[src/float_to_fixed_defs.svh]
`ifndef FLOAT_TO_FIXED_DEFS_SVH
`define FLOAT_TO_FIXED_DEFS_SVH

// single precision input fields
`define F2X_EXP_WID     8
`define F2X_MANT_WID    23
`define F2X_EXP_BIAS    127

// fixed point result, integer part carries the sign
`define F2X_INT_WID     16
`define F2X_FRA_WID     16

// biased shift amount and its low part done in stage 1
`define F2X_SHIFT_WID   6    // 15 + 17 positions
`define F2X_COARSE_WID  3

`endif

[src/float_fmt_pkg.sv]
`default_nettype none

`include "float_to_fixed_defs.svh"

package float_fmt_pkg;

    // raw ieee-754 single precision word
    typedef struct packed {
        logic                     sign;
        logic [`F2X_EXP_WID-1:0]  exponent;    // biased
        logic [`F2X_MANT_WID-1:0] mantissa;    // hidden one not stored
    } float_word_t;

    // input class from exponent and mantissa
    typedef enum logic [2:0] {
        fc_normal,    // zero encoding, reset records look normal
        fc_zero,
        fc_denorm,
        fc_inf,
        fc_nan
    } float_class_e;

endpackage

`default_nettype wire

[src/fixed_fmt_pkg.sv]
`default_nettype none

`include "float_to_fixed_defs.svh"

package fixed_fmt_pkg;

    // what the last stage does with the magnitude
    typedef enum logic [1:0] {
        act_pass,
        act_clear,
        act_saturate
    } result_act_e;

    typedef struct packed {
        logic overflow;
        logic underflow;
        logic nan;
        logic infinity;
        logic denorm;
        logic zero;
    } fix_flags_t;

    typedef struct packed {
        logic [`F2X_INT_WID-1:0] int_part;    // two's complement
        logic [`F2X_FRA_WID-1:0] fra_part;
    } fix_value_t;

    typedef struct packed {
        logic                                            sign;
        float_fmt_pkg::float_class_e                     cls;
        logic                                            overflow;
        logic                                            underflow;
        logic                                            exact_min;
        logic [`F2X_SHIFT_WID-`F2X_COARSE_WID-1:0]       fine_shift;
        logic [`F2X_MANT_WID+(1<<`F2X_COARSE_WID)-1:0]   mant;    // coarse shifted
    } stage1_t;

    typedef struct packed {
        logic                                   sign;
        float_fmt_pkg::float_class_e            cls;
        logic                                   overflow;
        logic                                   underflow;
        result_act_e                            act;
        logic [`F2X_INT_WID+`F2X_FRA_WID:0]     window;    // 0, int, fraction, round bit
    } stage2_t;

    typedef struct packed {
        logic                        sign;
        float_fmt_pkg::float_class_e cls;
        logic                        overflow;
        logic                        underflow;
        result_act_e                 act;
        fix_value_t                  mag;    // rounded magnitude
    } stage4_t;

endpackage

`default_nettype wire

[src/f2x_align.sv]
`timescale 1ns/1ps
`default_nettype none

`include "float_to_fixed_defs.svh"

module f2x_align (
    input  logic                   clk,
    input  logic                   rstn,
    input  logic                   en,
    input  fixed_fmt_pkg::stage1_t s1,
    output fixed_fmt_pkg::stage2_t s2
);
    import float_fmt_pkg::*;
    import fixed_fmt_pkg::*;

    localparam int INT_W    = `F2X_INT_WID;
    localparam int FRA_W    = `F2X_FRA_WID;
    localparam int MANT_W   = `F2X_MANT_WID;
    localparam int COARSE_W = `F2X_COARSE_WID;
    localparam int MS_W     = MANT_W + (1 << COARSE_W);
    // top in-range bit sits at MANT_W + 31
    localparam int FULL_W   = MANT_W + INT_W + FRA_W;

    logic [FULL_W-1:0] mant_ext;
    logic [FULL_W-1:0] mant_full;
    result_act_e       act;

    assign mant_ext  = {{(FULL_W-MS_W){1'b0}}, s1.mant};
    assign mant_full = mant_ext << {s1.fine_shift, {COARSE_W{1'b0}}};    // steps of 8

    always_comb begin
        if ((s1.cls == fc_zero) || (s1.cls == fc_nan) || (s1.cls == fc_denorm)
            || s1.underflow) begin
            act = act_clear;
        end else if ((s1.cls == fc_inf) || s1.overflow || s1.exact_min) begin
            act = act_saturate;
        end else begin
            act = act_pass;
        end
    end

    always_ff @(posedge clk or negedge rstn) begin
        if (!rstn) begin
            s2 <= '0;
        end else if (en) begin
            s2.sign      <= s1.sign;
            s2.cls       <= s1.cls;
            s2.overflow  <= s1.overflow;
            s2.underflow <= s1.underflow;
            s2.act       <= act;
            // 15 int, 16 fraction, 1 round bit below the mantissa lsb position
            s2.window    <= {1'b0, mant_full[MANT_W +: INT_W + FRA_W]};
        end
    end

endmodule

`default_nettype wire

[src/f2x_classify.sv]
`timescale 1ns/1ps
`default_nettype none

`include "float_to_fixed_defs.svh"

module f2x_classify (
    input  logic                       clk,
    input  logic                       rstn,
    input  logic                       en,
    input  float_fmt_pkg::float_word_t float_val,
    output fixed_fmt_pkg::stage1_t     s1
);
    import float_fmt_pkg::*;

    localparam int EXP_W    = `F2X_EXP_WID;
    localparam int MANT_W   = `F2X_MANT_WID;
    localparam int SHIFT_W  = `F2X_SHIFT_WID;
    localparam int COARSE_W = `F2X_COARSE_WID;
    localparam int MS_W     = MANT_W + (1 << COARSE_W);

    // largest exponent that still fits 15 magnitude bits
    localparam logic [EXP_W-1:0] EXP_UPPER = EXP_W'(`F2X_EXP_BIAS + `F2X_INT_WID - 2);
    // below this even the round bit is gone
    localparam logic [EXP_W-1:0] EXP_LOWER = EXP_W'(`F2X_EXP_BIAS - `F2X_FRA_WID - 1);
    localparam logic [EXP_W-1:0] EXP_MIN   = EXP_W'(`F2X_EXP_BIAS + `F2X_INT_WID - 1);

    // -2^15, the one pattern above EXP_UPPER that is representable
    localparam float_word_t MIN_WORD = '{sign: 1'b1, exponent: EXP_MIN, mantissa: '0};

    float_class_e       cls;
    logic [EXP_W-1:0]   shift_full;
    logic [SHIFT_W-1:0] shift_amt;
    logic               above_range;

    always_comb begin
        if (float_val.exponent == '0) begin
            cls = (float_val.mantissa == '0) ? fc_zero : fc_denorm;
        end else if (float_val.exponent == '1) begin
            cls = (float_val.mantissa == '0) ? fc_inf : fc_nan;
        end else begin
            cls = fc_normal;
        end
    end

    assign shift_full  = float_val.exponent - EXP_LOWER;    // exp - bias + 17
    assign shift_amt   = shift_full[SHIFT_W-1:0];
    assign above_range = float_val.exponent > EXP_UPPER;

    always_ff @(posedge clk or negedge rstn) begin
        if (!rstn) begin
            s1 <= '0;
        end else if (en) begin
            s1.sign       <= float_val.sign;
            s1.cls        <= cls;
            s1.overflow   <= above_range && (float_val != MIN_WORD);
            s1.underflow  <= float_val.exponent < EXP_LOWER;
            s1.exact_min  <= float_val == MIN_WORD;
            s1.fine_shift <= shift_amt[SHIFT_W-1:COARSE_W];
            // hidden one restored, low shift bits applied here
            s1.mant       <= {{(MS_W-MANT_W-1){1'b0}}, 1'b1, float_val.mantissa}
                             << shift_amt[COARSE_W-1:0];
        end
    end

endmodule

`default_nettype wire

[src/f2x_round.sv]
`timescale 1ns/1ps
`default_nettype none

`include "float_to_fixed_defs.svh"

module f2x_round (
    input  logic                   clk,
    input  logic                   rstn,
    input  logic                   en,
    input  fixed_fmt_pkg::stage2_t s2,
    output fixed_fmt_pkg::stage4_t s4
);
    import fixed_fmt_pkg::*;

    localparam int INT_W = `F2X_INT_WID;
    localparam int FRA_W = `F2X_FRA_WID;
    localparam int Q_W   = `F2X_FRA_WID / 4;    // low quarter of the fraction
    localparam int WIN_W = INT_W + FRA_W + 1;
    localparam int HI_W  = FRA_W - Q_W;

    stage2_t          s3;
    logic [Q_W:0]     low_sum;
    logic [HI_W:0]    high_sum;
    logic [INT_W-1:0] int_sum;

    // round bit into the low quarter
    assign low_sum = {1'b0, s2.window[1 +: Q_W]} + {{Q_W{1'b0}}, s2.window[0]};

    // stage 3, window now holds upper bits, carry, rounded low quarter
    always_ff @(posedge clk or negedge rstn) begin
        if (!rstn) begin
            s3 <= '0;
        end else if (en) begin
            s3        <= s2;
            s3.window <= {s2.window[WIN_W-1:Q_W+1], low_sum};
        end
    end

    assign high_sum = {1'b0, s3.window[FRA_W:Q_W+1]} + {{HI_W{1'b0}}, s3.window[Q_W]};
    assign int_sum  = s3.window[WIN_W-1:FRA_W+1] + {{(INT_W-1){1'b0}}, high_sum[HI_W]};

    // stage 4
    always_ff @(posedge clk or negedge rstn) begin
        if (!rstn) begin
            s4 <= '0;
        end else if (en) begin
            s4.sign         <= s3.sign;
            s4.cls          <= s3.cls;
            s4.overflow     <= s3.overflow;
            s4.underflow    <= s3.underflow;
            s4.act          <= s3.act;
            s4.mag.int_part <= int_sum;    // may reach bit 15 on carry
            s4.mag.fra_part <= {high_sum[HI_W-1:0], s3.window[Q_W-1:0]};
        end
    end

endmodule

`default_nettype wire

[src/f2x_sign_sat.sv]
`timescale 1ns/1ps
`default_nettype none

`include "float_to_fixed_defs.svh"

module f2x_sign_sat (
    input  logic                      clk,
    input  logic                      rstn,
    input  logic                      en,
    input  fixed_fmt_pkg::stage4_t    s4,
    output fixed_fmt_pkg::fix_value_t fixed_value,
    output fixed_fmt_pkg::fix_flags_t flags
);
    import float_fmt_pkg::*;
    import fixed_fmt_pkg::*;

    localparam int INT_W = `F2X_INT_WID;
    localparam int FRA_W = `F2X_FRA_WID;

    localparam fix_value_t MAX_VAL = '{
        int_part: {1'b0, {(INT_W-1){1'b1}}},
        fra_part: {FRA_W{1'b1}}
    };
    localparam fix_value_t MIN_VAL = '{
        int_part: {1'b1, {(INT_W-1){1'b0}}},
        fra_part: {FRA_W{1'b0}}
    };

    logic [FRA_W:0]   fra_neg;
    logic [INT_W-1:0] int_neg;
    fix_value_t       signed_val;
    logic             no_range;

    // two's complement, carry out of the fraction only when it is zero
    assign fra_neg = {1'b0, ~s4.mag.fra_part} + {{FRA_W{1'b0}}, 1'b1};
    assign int_neg = ~s4.mag.int_part + {{(INT_W-1){1'b0}}, fra_neg[FRA_W]};

    assign signed_val = s4.sign ? {int_neg, fra_neg[FRA_W-1:0]} : s4.mag;
    assign no_range   = (s4.cls == fc_zero) || (s4.cls == fc_nan) || (s4.cls == fc_denorm);

    always_ff @(posedge clk or negedge rstn) begin
        if (!rstn) begin
            fixed_value <= '0;
            flags       <= '0;
        end else if (en) begin
            case (s4.act)
                act_clear: begin
                    fixed_value <= '0;
                end
                act_saturate: begin
                    fixed_value <= s4.sign ? MIN_VAL : MAX_VAL;
                end
                default: begin    // act_pass
                    if (!s4.sign && signed_val.int_part[INT_W-1]) begin
                        fixed_value <= MAX_VAL;    // rounding carried into sign bit
                    end else begin
                        fixed_value <= signed_val;
                    end
                end
            endcase

            flags.nan      <= s4.cls == fc_nan;
            flags.infinity <= s4.cls == fc_inf;
            flags.denorm   <= s4.cls == fc_denorm;
            flags.zero     <= s4.cls == fc_zero;

            if (s4.cls == fc_inf) begin
                flags.overflow  <= 1'b1;
                flags.underflow <= 1'b0;
            end else if (no_range) begin
                flags.overflow  <= 1'b0;
                flags.underflow <= 1'b0;
            end else begin
                flags.overflow  <= s4.overflow;
                flags.underflow <= s4.underflow;
            end
        end
    end

endmodule

`default_nettype wire

[src/float_to_fixed.sv]
`timescale 1ns/1ps
`default_nettype none

module float_to_fixed (
    input  logic                      clk,
    input  logic                      rstn,
    input  logic                      en,
    input  float_fmt_pkg::float_word_t float_val,
    output fixed_fmt_pkg::fix_value_t fixed_value,
    output fixed_fmt_pkg::fix_flags_t flags
);
    import fixed_fmt_pkg::*;

    stage1_t s1;    // fields split, coarse shift
    stage2_t s2;    // aligned window
    stage4_t s4;    // rounded magnitude

    f2x_classify classify_inst (
        .clk       (clk),
        .rstn      (rstn),
        .en        (en),
        .float_val (float_val),
        .s1        (s1)
    );

    f2x_align align_inst (
        .clk  (clk),
        .rstn (rstn),
        .en   (en),
        .s1   (s1),
        .s2   (s2)
    );

    f2x_round round_inst (
        .clk  (clk),
        .rstn (rstn),
        .en   (en),
        .s2   (s2),
        .s4   (s4)
    );

    f2x_sign_sat sign_sat_inst (
        .clk         (clk),
        .rstn        (rstn),
        .en          (en),
        .s4          (s4),
        .fixed_value (fixed_value),
        .flags       (flags)
    );

endmodule

`default_nettype wire

[config.mk]
export PLATFORM = sky130hd
export DESIGN_NAME = float_to_fixed
export DESIGN_NICKNAME = d
export VERILOG_FILES = /design/src/float_fmt_pkg.sv /design/src/fixed_fmt_pkg.sv /design/src/f2x_align.sv /design/src/f2x_classify.sv /design/src/f2x_round.sv /design/src/f2x_sign_sat.sv /design/src/float_to_fixed.sv
export VERILOG_INCLUDE_DIRS = /design/src
export SDC_FILE = /design/constraint.sdc
export NUM_CORES = 1
export LEC_CHECK = 0
export ABC_CLOCK_PERIOD_IN_PS = 2590
export CAP_MARGIN = 20
export CORE_ASPECT_RATIO = 1.5
export CORE_UTILIZATION = 58
export DETAILED_ROUTE_END_ITERATION = 6
export DONT_BUFFER_PORTS = 1
export PLACE_DENSITY = 0.76
export RECOVER_POWER = 50
export SKIP_CTS_REPAIR_TIMING = 1
export SLEW_MARGIN = 20
export SYNTH_ARGS = -nofsm -noshare
export SYNTH_HDL_FRONTEND = slang
export SYNTH_SLANG_ARGS = --single-unit
[constraint.sdc]
create_clock -name clk -period 2.59 [get_ports clk]
set_input_delay 0.518 -clock clk [delete_from_list [all_inputs] [get_ports clk]]
set_output_delay 0.518 -clock clk [all_outputs]
set_load 0.01 [all_outputs]
==> results of run 1 <==
## critical path, stage by stage (launching register included)
cell and delay [ns]:
dfrtp_1 0.40, inv_2 0.10, ha_4 0.14, nor3b_4 0.19, nand4_1 0.16, nor3_2 0.29, ha_2 0.26, nor2b_4 0.19
nand3_4 0.08, o311a_1 0.29, or3_1 0.33
## cells in the mapped netlist (12+ instances only)
cell type / count / share of area
mux2_2: 75 / 0.080
nand3_1: 26 / 0.012
nor4_1: 21 / 0.012
nand2_1: 47 / 0.017
clkbuf_1: 58 / 0.021
nand4_1: 16 / 0.0095
a221oi_1: 19 / 0.016
nor2_1: 132 / 0.047
o21ai_0: 33 / 0.016
dfrtp_1: 199 / 0.47
buf_1: 12 / 0.0043
o2bb2ai_1: 19 / 0.016
xnor2_1: 29 / 0.024
nor3_1: 19 / 0.0090
mux2i_1: 51 / 0.048
a21oi_1: 80 / 0.038
inv_1: 28 / 0.010
## cell families after synthesis
logic type / Yosys count / synth area share
AND/OR/NAND/NOR: 306 / 0.139
multiplexers: 136 / 0.150
buffers and inverters: 107 / 0.0394
XOR/XNOR: 39 / 0.0324
AO/OA/AOI/OAI: 243 / 0.154
flip-flops: 199 / 0.472
adder cells (fa/ha/maj): 11 / 0.0131
## registers in the layout (all words and copies together) (netlist names)
signal,flops
classify_inst.s1,41
round_inst.s3,40
sign_sat_inst.flags,6
align_inst.s2,40
sign_sat_inst.fixed_value,32
round_inst.s4,40
## metrics by stage
stage	instance area, µm²	worst slack, ns	hold WS (ns)	util	power (µW)
after global placement	10800	0.0219	0.229	0.605	6050
after floorplan	10600	0.0488	0.222	-	5610
after CTS	11400	-0.110	-0.244	0.638	8700
after global routing	11500	-0.0940	-0.244	0.642	9170
final	11500	0.0252	-0.234	0.642	8710
after detailed placement	10800	-0.0640	0.229	0.605	6120
## routing by layer
layer / global-route usage / vias up / wire [µm]
met5: 0 / - / 0
met4: 0.133 / 0 / 986
met3: 0.0471 / 58 / 880
met2: 0.446 / 250 / 11800
met1: 0.318 / 3802 / 9690
li1: - / 3788 / -
## cells in the final DEF (no fill, tap or decap), types with 6 or more instances in the layout
| cell | instances |
|---|---|
| mux4_2 | 10 |
| a22oi_1 | 7 |
| nor3_1 | 18 |
| nor2b_1 | 8 |
| a211oi_1 | 6 |
| buf_4 | 41 |
| clkbuf_16 | 17 |
| nor4_1 | 20 |
| a22o_1 | 8 |
| a21oi_1 | 80 |
| xor2_1 | 10 |
| nand3_1 | 26 |
| o211ai_1 | 8 |
| mux2_2 | 75 |
| inv_1 | 26 |
| xnor2_1 | 29 |
| a221oi_1 | 18 |
| mux2i_1 | 51 |
| and3_1 | 9 |
| o22ai_1 | 11 |
| inv_8 | 6 |
| o2bb2ai_1 | 19 |
| dfrtp_1 | 199 |
| nand2_1 | 47 |
| o221ai_1 | 9 |
| nand4_1 | 16 |
| ha_1 | 9 |
| o21ai_0 | 33 |
| nor2_1 | 132 |
## report_power, final
| part | leakage [µW] | switching [µW] | internal (µW) | total, µW |
|---|---|---|---|---|
| logic | 0.00211 | 941 | 914 | 1850 |
| registers | 0.00243 | 613 | 3660 | 4280 |
| clock network | 0.000273 | 1280 | 1290 | 2570 |
| total | 0.00481 | 2840 | 5870 | 8710 |
## how the worst max path moves through the flow
stage	from	endpoint	slack, ns	depth (start not counted)
3_3_place_gp	round_inst.s4[0]	sign_sat_inst.fixed_value[27]	0.02	10
6_report	round_inst.s4[1]	sign_sat_inst.fixed_value[27]	0.03	10
5_1_grt	round_inst.s4[1]	sign_sat_inst.fixed_value[27]	-0.09	10
3_5_place_dp	round_inst.s4[1]	sign_sat_inst.fixed_value[27]	-0.06	10
2_1_floorplan	round_inst.s4[0]	sign_sat_inst.fixed_value[20]	0.05	12
4_1_cts	round_inst.s4[1]	sign_sat_inst.fixed_value[27]	-0.11	10
## cell type report
cell class | count | area share
multi-input cells | 735 | 0.453
flip-flops and latches | 199 | 0.434
clock buffers | 17 | 0.0371
repair buffers | 42 | 0.0286
well taps | 217 | 0.0237
clock inverters | 15 | 0.0136
inverters | 28 | 0.00917
==> metrics.md, run 1 <==
| Metric | Value |
|---|---|
| Post-route DRC | `2` |
| Status | `finished, violations left` |
| Critical Path RT | `2.91 ns` |
| Ys async rst share | `1.00` |
| Hpwl dp | `15900 µm` |
| Clk root buf | `clkbuf_16` |
| Crit path time final | `2.56 ns` |
| Num rows | `60` |
| Slew margin rel. | `0.573` |
| Hold slack | `-0.234 ns` |
| GP Congestion | `0.913` |
| Total GRT Usage | `0.262` |
| Ant diodes | `0` |
| Worst R2R Start | `round_inst.s4[1]` |
| Multi-input gate area | `5200 µm²` |
| Starting Density | `0.590` |
| DRT iter0 DRCs | `681` |
| Final wirelength | `23400 µm` |
| Area grow syn2layout | `8.75%` |
| Worst slew pin tran | `0.634 ns` |
| TritonCTS clock tree | `yes` |
| Worst EP arrival | `2.89 ns` |
| Vias in the first global route | `7726` |
| Final Max Slew Viols | `0` |
| Clock Tree Buf Depth | `2` |
| CORE AREA | `17900 µm²` |
| Warnings from Yosys | `0` |
| DIE HEIGHT | `167 µm` |
| Number of routed nets with antenna violations | `0` |
| Clock sinks | `199` |
| Post-synthesis cell count | `1041` |
| Via Count | `7898` |
| Seq. cell area | `4980 µm²` |
| Total grt overflow | `0` |
| Largest net degree at the start of global routing | `267` |
| Average via count per standard cell | `6.30` |
| Ports | `73` |
| Fin. Hold Viols | `199` |
| Worst Reg-to-Reg Cells | `10` |
| Total CTS buffers | `17` |
| Placed cell count | `1218` |
| Total negative slack | `0 ns` |
| RSZ-0062 raised after global routing | `true` |
| CP endpoint kind | `register` |
| Fin Clk Skew | `0.0149 ns` |
| Final layout net count | `1069` |
| Fill count | `1431` |
| Worst setup path category | `reg2reg` |
| Worst skew pair latency | `0.44 ns` |
| Fraction of layout cells with a size suffix above 1 | `0.168` |
| PwrDens | `759 nW/µm²` |
| Antenna violations before repair | `0` |
| Max VDD drop | `0.000391 V` |
| Final setup vio count | `0` |
| Port bufs | `0` |
| Fmax | `390 MHz` |
| Max cap viols | `0` |
| Fin crit share | `0.990` |
| Reg-to-reg slack, setup | `0.03 ns` |
| Final cell count without fillers | `1253` |
| Synth Flop Type | `dfrtp_1` |
| Violated checks | `design-rule violations, negative hold slack` |
| Drt first pass iters | `7` |
| FF-to-FF End | `sign_sat_inst.fixed_value[27]` |
| Clock slew at reported path FFs | `0.08 ns` |
| Mapped Avg Cell Area | `10.1 µm²` |
| Sequential share of the synthesized area | `0.472` |
| Worst-path maximum fanout | `4` |
| First-pass GRT wire length | `39000 µm` |
| HP Class | `in2async` |
| Cell area after synthesis | `10500 µm²` |
| H-tree Lvls | `4` |
| Die area | `18700 µm²` |
| Routed len/inst | `18.7 µm` |
| Synthesized Nets | `1087` |
| Startpoint type of the worst setup path | `register` |
| Yosys reg bits | `199` |
| EDFF count, synth | `0` |
| P_leak | `0.00481 µW` |
| Unique masters post-synth | `61` |
| Die W | `112 µm` |
Power figures use the tool's default switching activity.
==> run 2, diff against run 1 <==
--- a/config.mk
+++ b/config.mk
@@ -6,7 +6,7 @@
 export SDC_FILE = /design/constraint.sdc
 export NUM_CORES = 1
 export LEC_CHECK = 0
-export ABC_CLOCK_PERIOD_IN_PS = 2590
+export ABC_CLOCK_PERIOD_IN_PS = 2050
 export CAP_MARGIN = 20
 export CORE_ASPECT_RATIO = 1.5
 export CORE_UTILIZATION = 58
@@ -14,6 +14,7 @@
 export DONT_BUFFER_PORTS = 1
 export PLACE_DENSITY = 0.76
 export RECOVER_POWER = 50
+export SETUP_SLACK_MARGIN = 0.2
 export SKIP_CTS_REPAIR_TIMING = 1
 export SLEW_MARGIN = 20
 export SYNTH_ARGS = -nofsm -noshare
==> constraint.sdc (replaced) <==
create_clock -name clk -period 2.05 [get_ports clk]
set_input_delay 0.41 -clock clk [delete_from_list [all_inputs] [get_ports clk]]
set_output_delay 0.41 -clock clk [all_outputs]
set_load 0.01 [all_outputs]
==> metrics.md, run 2 (synthesized netlist as in run 1, its figures left out) <==
| Metric | Value |
|---|---|
| Hpwl dp | `16300 µm (+2.6%)` |
| Status | `finished, violations left` |
| Area post-placement | `11100 µm² (+2.9%)` |
| Ant diodes | `0 (unchanged)` |
| Setup crit end | `sign_sat_inst.fixed_value[27]` |
| Via Count | `8078 (+2.3%)` |
| Fin Clk Skew | `0.00739 ns (-0.00755 ns)` |
| Average via count per standard cell | `6.26 (-0.73%)` |
| Final cell count without fillers | `1291 (+3.0%)` |
| Ports | `73 (unchanged)` |
| Antenna violations before repair | `0 (unchanged)` |
| Port bufs | `0 (unchanged)` |
| Max reg flops | `41 (unchanged)` |
| Fin crit share | `1.24 (+0.250)` |
| P_leak | `0.00511 µW (+6.2%)` |
| Final layout net count | `1107 (+3.6%)` |
| Hold slack | `-0.338 ns (-0.105 ns)` |
| Number of routed nets with antenna violations | `0 (unchanged)` |
| Slew margin rel. | `0.501 (-0.0722)` |
| Worst Reg-to-Reg Cells | `10 (unchanged)` |
| Worst skew pair latency | `0.44 ns (about the same)` |
| Commonest non-fill, non-tap cells in the layout | `dfrtp_1 (198), nor2_1 (130), a21oi_1 (79), mux2_2 (75), buf_4 (70)` |
| Total GRT Usage | `0.261 (-0.000858)` |
| Final wirelength | `24300 µm (+3.9%)` |
| Largest net degree at the start of global routing | `267 (unchanged)` |
| Final Max Slew Viols | `0 (unchanged)` |
| Worst setup path category | `reg2reg` |
| Critical Path RT | `2.37 ns (-0.54 ns)` |
| DRT iter0 DRCs | `616 (-9.5%)` |
| FF-to-FF End | `sign_sat_inst.fixed_value[27]` |
| RSZ-0062 raised after global routing | `true` |
| Crit path time final | `2.54 ns (-0.0222 ns)` |
| Vias in the first global route | `7890 (+2.1%)` |
| Leading cell type in the layout, fill and taps excluded | `dfrtp_1` |
| Total power | `11400 µW (+31%)` |
| Total grt overflow | `0 (unchanged)` |
| Met1 Track Usage GR | `0.304 (-0.0149)` |
| HP Class | `in2async` |
| Final setup vio count | `18 (+18)` |
| Routed len/inst | `18.8 µm (+0.85%)` |
| GP Congestion | `0.908 (-0.61%)` |
| Max cap viols | `0 (unchanged)` |
| Clock Tree Buf Depth | `2 (unchanged)` |
| Num rows | `60 (unchanged)` |
| Setup WS pre-CTS | `-0.551 ns (-0.487 ns)` |
| Total CTS buffers | `17 (unchanged)` |
| Area grow syn2layout | `14.7%` |
| Clk root buf | `clkbuf_16` |
| Worst R2R Start | `round_inst.s4[0]` |
| Met3 Usage GRT | `0.0431 (-0.00398)` |
| First-pass GRT wire length | `38900 µm (-0.37%)` |
| PwrDens | `945 nW/µm² (+24%)` |
| Die W | `112 µm (unchanged)` |
| Starting Density | `0.590 (unchanged)` |
| Worst-path maximum fanout | `3 (-1)` |
| Startpoint type of the worst setup path | `register` |
| Worst slew pin tran | `0.741 ns (+0.107 ns)` |
| Max VDD drop | `0.000524 V (+34%)` |
| Fraction of layout cells with a size suffix above 1 | `0.231 (+0.0630)` |
| Most flops, register | `classify_inst.s1` |
| Post-route DRC | `10 (+8)` |
| Worst EP arrival | `2.86 ns (-0.03 ns)` |
| Fin. Hold Viols | `199 (unchanged)` |
| Reg-to-reg slack, setup | `-0.49 ns (-0.52 ns)` |
| Post-route cell area | `12100 µm² (+5.5%)` |
| H-tree Lvls | `4 (unchanged)` |
| CP endpoint kind | `register` |
| Most Crowded Layer GR | `met2` |
| Clock sinks | `199 (unchanged)` |
| Drt first pass iters | `7 (unchanged)` |
| CORE AREA | `17900 µm² (unchanged)` |
| TritonCTS clock tree | `yes` |
| Final core utilization | `0.677 (+0.0353)` |
| DIE HEIGHT | `167 µm (unchanged)` |
| PnR worst setup slack | `-0.493 ns (-0.518 ns)` |
| Placed cell count | `1247 (+2.4%)` |
| Critical path startpoint | `round_inst.s4[0]` |
| Violated checks | `design-rule violations, negative hold slack, negative setup slack` |
| Fmax | `393 MHz (+0.87%)` |
| Die area | `18700 µm² (unchanged)` |
| Met2 Use GR | `0.463 (+0.0173)` |
| Clock slew at reported path FFs | `0.07 ns (about the same)` |
run 2: worst min path at each step:
stage,start,to,slack [ns],cells past startpoint
after floorplan,rstn,align_inst.s2[0],0.11,0
after global placement,rstn,sign_sat_inst.fixed_value[26],0.12,0
after detailed placement,rstn,sign_sat_inst.fixed_value[26],0.12,0
after CTS,rstn,sign_sat_inst.fixed_value[26],-0.35,0
after global routing,rstn,sign_sat_inst.fixed_value[24],-0.36,0
final,rstn,sign_sat_inst.fixed_value[26],-0.34,0
run 2: where the power goes:
| group | switching [µW] | total (µW) | leakage [µW] | internal [µW] |
|---|---|---|---|---|
| Combinational | 1330 | 2690 | 0.00240 | 1360 |
| Sequential | 766 | 5400 | 0.00243 | 4630 |
| Clock | 1580 | 3350 | 0.000287 | 1770 |
| Total | 3670 | 11400 | 0.00511 | 7760 |
run 2: routing by layer:
metal | vias to the layer above | part of all wire
li1 | 3868 | -
met1 | 3931 | 0.40
met2 | 224 | 0.53
met3 | 55 | 0.035
met4 | 0 | 0.038
met5 | - | 0
run 2: layout make-up:
| type | count | area [µm²] |
|---|---|---|
| inverter | 28 | 105 |
| clock inverter | 14 | 156 |
| timing repair buffer | 80 | 664 |
| multi-input combinational | 735 | 5480 |
| tap | 217 | 272 |
| sequential | 199 | 4980 |
| clock buffer | 18 | 439 |
| fill | 1326 | 5770 |
run 2: per-stage QoR:
stage | hold WS, ns | TNS, ns
6_report | -0.338 | -5.34
5_1_grt | -0.358 | -7.60
4_1_cts | -0.354 | -6.41
3_5_place_dp | 0.119 | -5.78
3_3_place_gp | 0.121 | -3.98
2_1_floorplan | 0.114 | -2.95
run 2: worst max-delay path, stage by stage, from the launching register on:
cell and delay, ns:
dfrtp_1 0.40, inv_2 0.08, ha_4 0.13, nor3b_4 0.19, nand4_1 0.17, nor3_2 0.29, ha_2 0.27, nor2b_4 0.19
nand3_4 0.08, o311a_1 0.29, or3_1 0.34
==> run 3, diff against run 2 <==
--- a/config.mk
+++ b/config.mk
@@ -14,6 +14,7 @@
 export DONT_BUFFER_PORTS = 1
 export PLACE_DENSITY = 0.76
 export RECOVER_POWER = 50
+export REMOVE_ABC_BUFFERS = 1
 export SETUP_SLACK_MARGIN = 0.2
 export SKIP_CTS_REPAIR_TIMING = 1
 export SLEW_MARGIN = 20
==> metrics.md, run 3 (synthesized netlist as in run 1, its figures left out) <==
| Metric | Value |
|---|---|
| Status | `finished, violations left` |
| Violated checks | `design-rule violations, negative hold slack, negative setup slack` |
| Ports | `73 (unchanged)` |
| Starting Density | `0.590 (unchanged)` |
| RSZ-0062 raised after global routing | `true` |
| Clock Tree Buf Depth | `2 (unchanged)` |
| Clock sinks | `199 (unchanged)` |
| Worst EP arrival | `2.80 ns (-0.06 ns)` |
| P_leak | `0.00508 µW (-0.62%)` |
| Worst-path maximum fanout | `4 (+1)` |
| Hold slack | `-0.344 ns (-0.00567 ns)` |
| Clk root buf | `clkbuf_16` |
| Final core utilization | `0.675 (-0.00210)` |
| Num rows | `60 (unchanged)` |
| Max cap viols | `0 (unchanged)` |
| Final setup vio count | `22 (+4)` |
| Final layout net count | `1104 (-0.27%)` |
| Drt first pass iters | `7 (unchanged)` |
| Vias in the first global route | `7917 (+0.34%)` |
| Slew margin rel. | `0.475 (-0.0260)` |
| CP endpoint kind | `register` |
| Reg-to-reg slack, setup | `-0.43 ns (+0.06 ns)` |
| Fin Clk Skew | `0.0146 ns (+0.00717 ns)` |
| H-tree Lvls | `4 (unchanged)` |
| Total grt overflow | `0 (unchanged)` |
| Routed len/inst | `18.7 µm (-0.50%)` |
| Antenna violations before repair | `0 (unchanged)` |
| Area grow syn2layout | `14.4%` |
| Largest net degree at the start of global routing | `267 (unchanged)` |
| Fin. Hold Viols | `199 (unchanged)` |
| Total CTS buffers | `17 (unchanged)` |
| Worst setup path category | `reg2reg` |
| Crit path time final | `2.48 ns (-0.0628 ns)` |
| Setup WS pre-CTS | `-0.662 ns (-0.111 ns)` |
| Worst Reg-to-Reg Cells | `10 (unchanged)` |
| Worst R2R Start | `round_inst.s4[0]` |
| FF-to-FF End | `sign_sat_inst.fixed_value[27]` |
| HP Class | `in2async` |
| Post-route cell area | `12100 µm² (-0.31%)` |
| Average via count per standard cell | `6.31 (+0.85%)` |
| Max reg flops | `41 (unchanged)` |
| Fin crit share | `1.21 (-0.0306)` |
| DIE HEIGHT | `167 µm (unchanged)` |
| Critical Path RT | `2.37 ns (about the same)` |
| Number of routed nets with antenna violations | `0 (unchanged)` |
| Most flops, register | `classify_inst.s1` |
| Commonest non-fill, non-tap cells in the layout | `dfrtp_1 (198), nor2_1 (128), a21oi_1 (78), mux2_2 (75), buf_4 (65)` |
| Placed cell count | `1249 (+0.16%)` |
| Final wirelength | `24100 µm (-0.73%)` |
| Flop pwr share | `0.473 (about the same)` |
| Area post-placement | `11100 µm² (-0.63%)` |
| Fmax | `403 MHz (+2.5%)` |
| Die area | `18700 µm² (unchanged)` |
| Worst slew pin tran | `0.785 ns (+0.0436 ns)` |
| Hpwl dp | `15800 µm (-3.1%)` |
| Gate power share | `0.238 (+0.003)` |
| Final Max Slew Viols | `0 (unchanged)` |
| Total GRT Usage | `0.261 (+0.000508)` |
| Switching Power | `3710 µW (+1.2%)` |
| Pint | `7620 µW (-1.7%)` |
| Clock slew at reported path FFs | `0.08 ns (about the same)` |
| Worst skew pair latency | `0.44 ns (about the same)` |
| Post-route DRC | `7 (-3)` |
| Leading cell type in the layout, fill and taps excluded | `dfrtp_1` |
| Max VDD drop | `0.000494 V (-5.6%)` |
| DRT iter0 DRCs | `676 (+9.7%)` |
| TritonCTS clock tree | `yes` |
| Ant diodes | `0 (unchanged)` |
| Final cell count without fillers | `1288 (-0.23%)` |
| Die W | `112 µm (unchanged)` |
| GP Congestion | `0.893 (-1.6%)` |
| Switch share | `0.328 (+0.00639)` |
| PwrDens | `940 nW/µm² (-0.48%)` |
| First-pass GRT wire length | `39000 µm (+0.43%)` |
| CORE AREA | `17900 µm² (unchanged)` |
| Startpoint type of the worst setup path | `register` |
| PnR worst setup slack | `-0.430 ns (+0.0628 ns)` |
| Clk pwr share | `0.289 (-0.004)` |
| Fraction of layout cells with a size suffix above 1 | `0.230 (-0.00122)` |
| Via Count | `8128 (+0.62%)` |
| Port bufs | `0 (unchanged)` |
[run 3: cell types whose count changed in the layout (fill, tap and decap cells not counted), sizes merged]
| cell | delta |
|---|---|
| clkinvlp | -1 |
| clkinv | +3 |
| bufinv | -1 |
| clkbuf | -1 |
| buf | -3 |
[run 3: critical path, stage by stage (launching register included)]
cell and delay (ns):
dfrtp_1 0.39, inv_2 0.08, ha_4 0.13, nor3b_4 0.23
nand4_1 0.18, nor3_2 0.17, ha_2 0.25, nor2b_4 0.19
nand3_4 0.08, o311a_1 0.30, or3_1 0.35
[run 3: worst max path at each step]
stage / startpoint / endpoint / cells past startpoint
CTS: round_inst.s4[0] / sign_sat_inst.fixed_value[27] / 10
detailed placement: round_inst.s4[0] / sign_sat_inst.fixed_value[27] / 10
global placement: round_inst.s4[0] / sign_sat_inst.fixed_value[27] / 10
finish: round_inst.s4[0] / sign_sat_inst.fixed_value[27] / 10
floorplan: round_inst.s4[0] / sign_sat_inst.fixed_value[27] / 10
global route: round_inst.s4[0] / sign_sat_inst.fixed_value[27] / 10
[run 3: layout make-up]
type	instances	area (µm²)
Fill cell	1332	5810
Timing Repair Buffer	77	649
Clock buffer	17	425
Inverter	28	105
Clock inverter	15	154
Multi-Input combinational cell	735	5470
Sequential cell	199	4980
Tap cell	217	272
[run 3: power groups by stage]
| stage | registers, µW | clock network, µW | logic (µW) |
|---|---|---|---|
| final | 5370 | 3280 | 2690 |
| after global routing | 5460 | 3480 | 2960 |
| after CTS | 5310 | 3330 | 2540 |
| after detailed placement | 5380 | 0 | 2520 |
| after global placement | 5340 | 0 | 2470 |
| after floorplan | 5310 | 0 | 1620 |
[run 3: stage by stage]
stage                     power (µW)  TNS, ns
final                          11300    -5.02
after global routing           11900    -8.24
after CTS                      11200    -7.62
after detailed placement        7890    -7.25
after floorplan                 6930    -4.89
after global placement          7810    -5.81
[run 3: per-layer routing]
metal  global-route usage  wire length [µm]  vias up
li1                     -                 -     3865
met1                0.312              9930     3987
met2                0.447             12400      218
met3               0.0492               796       58
met4                0.138               986        0
met5                    0                 0        -
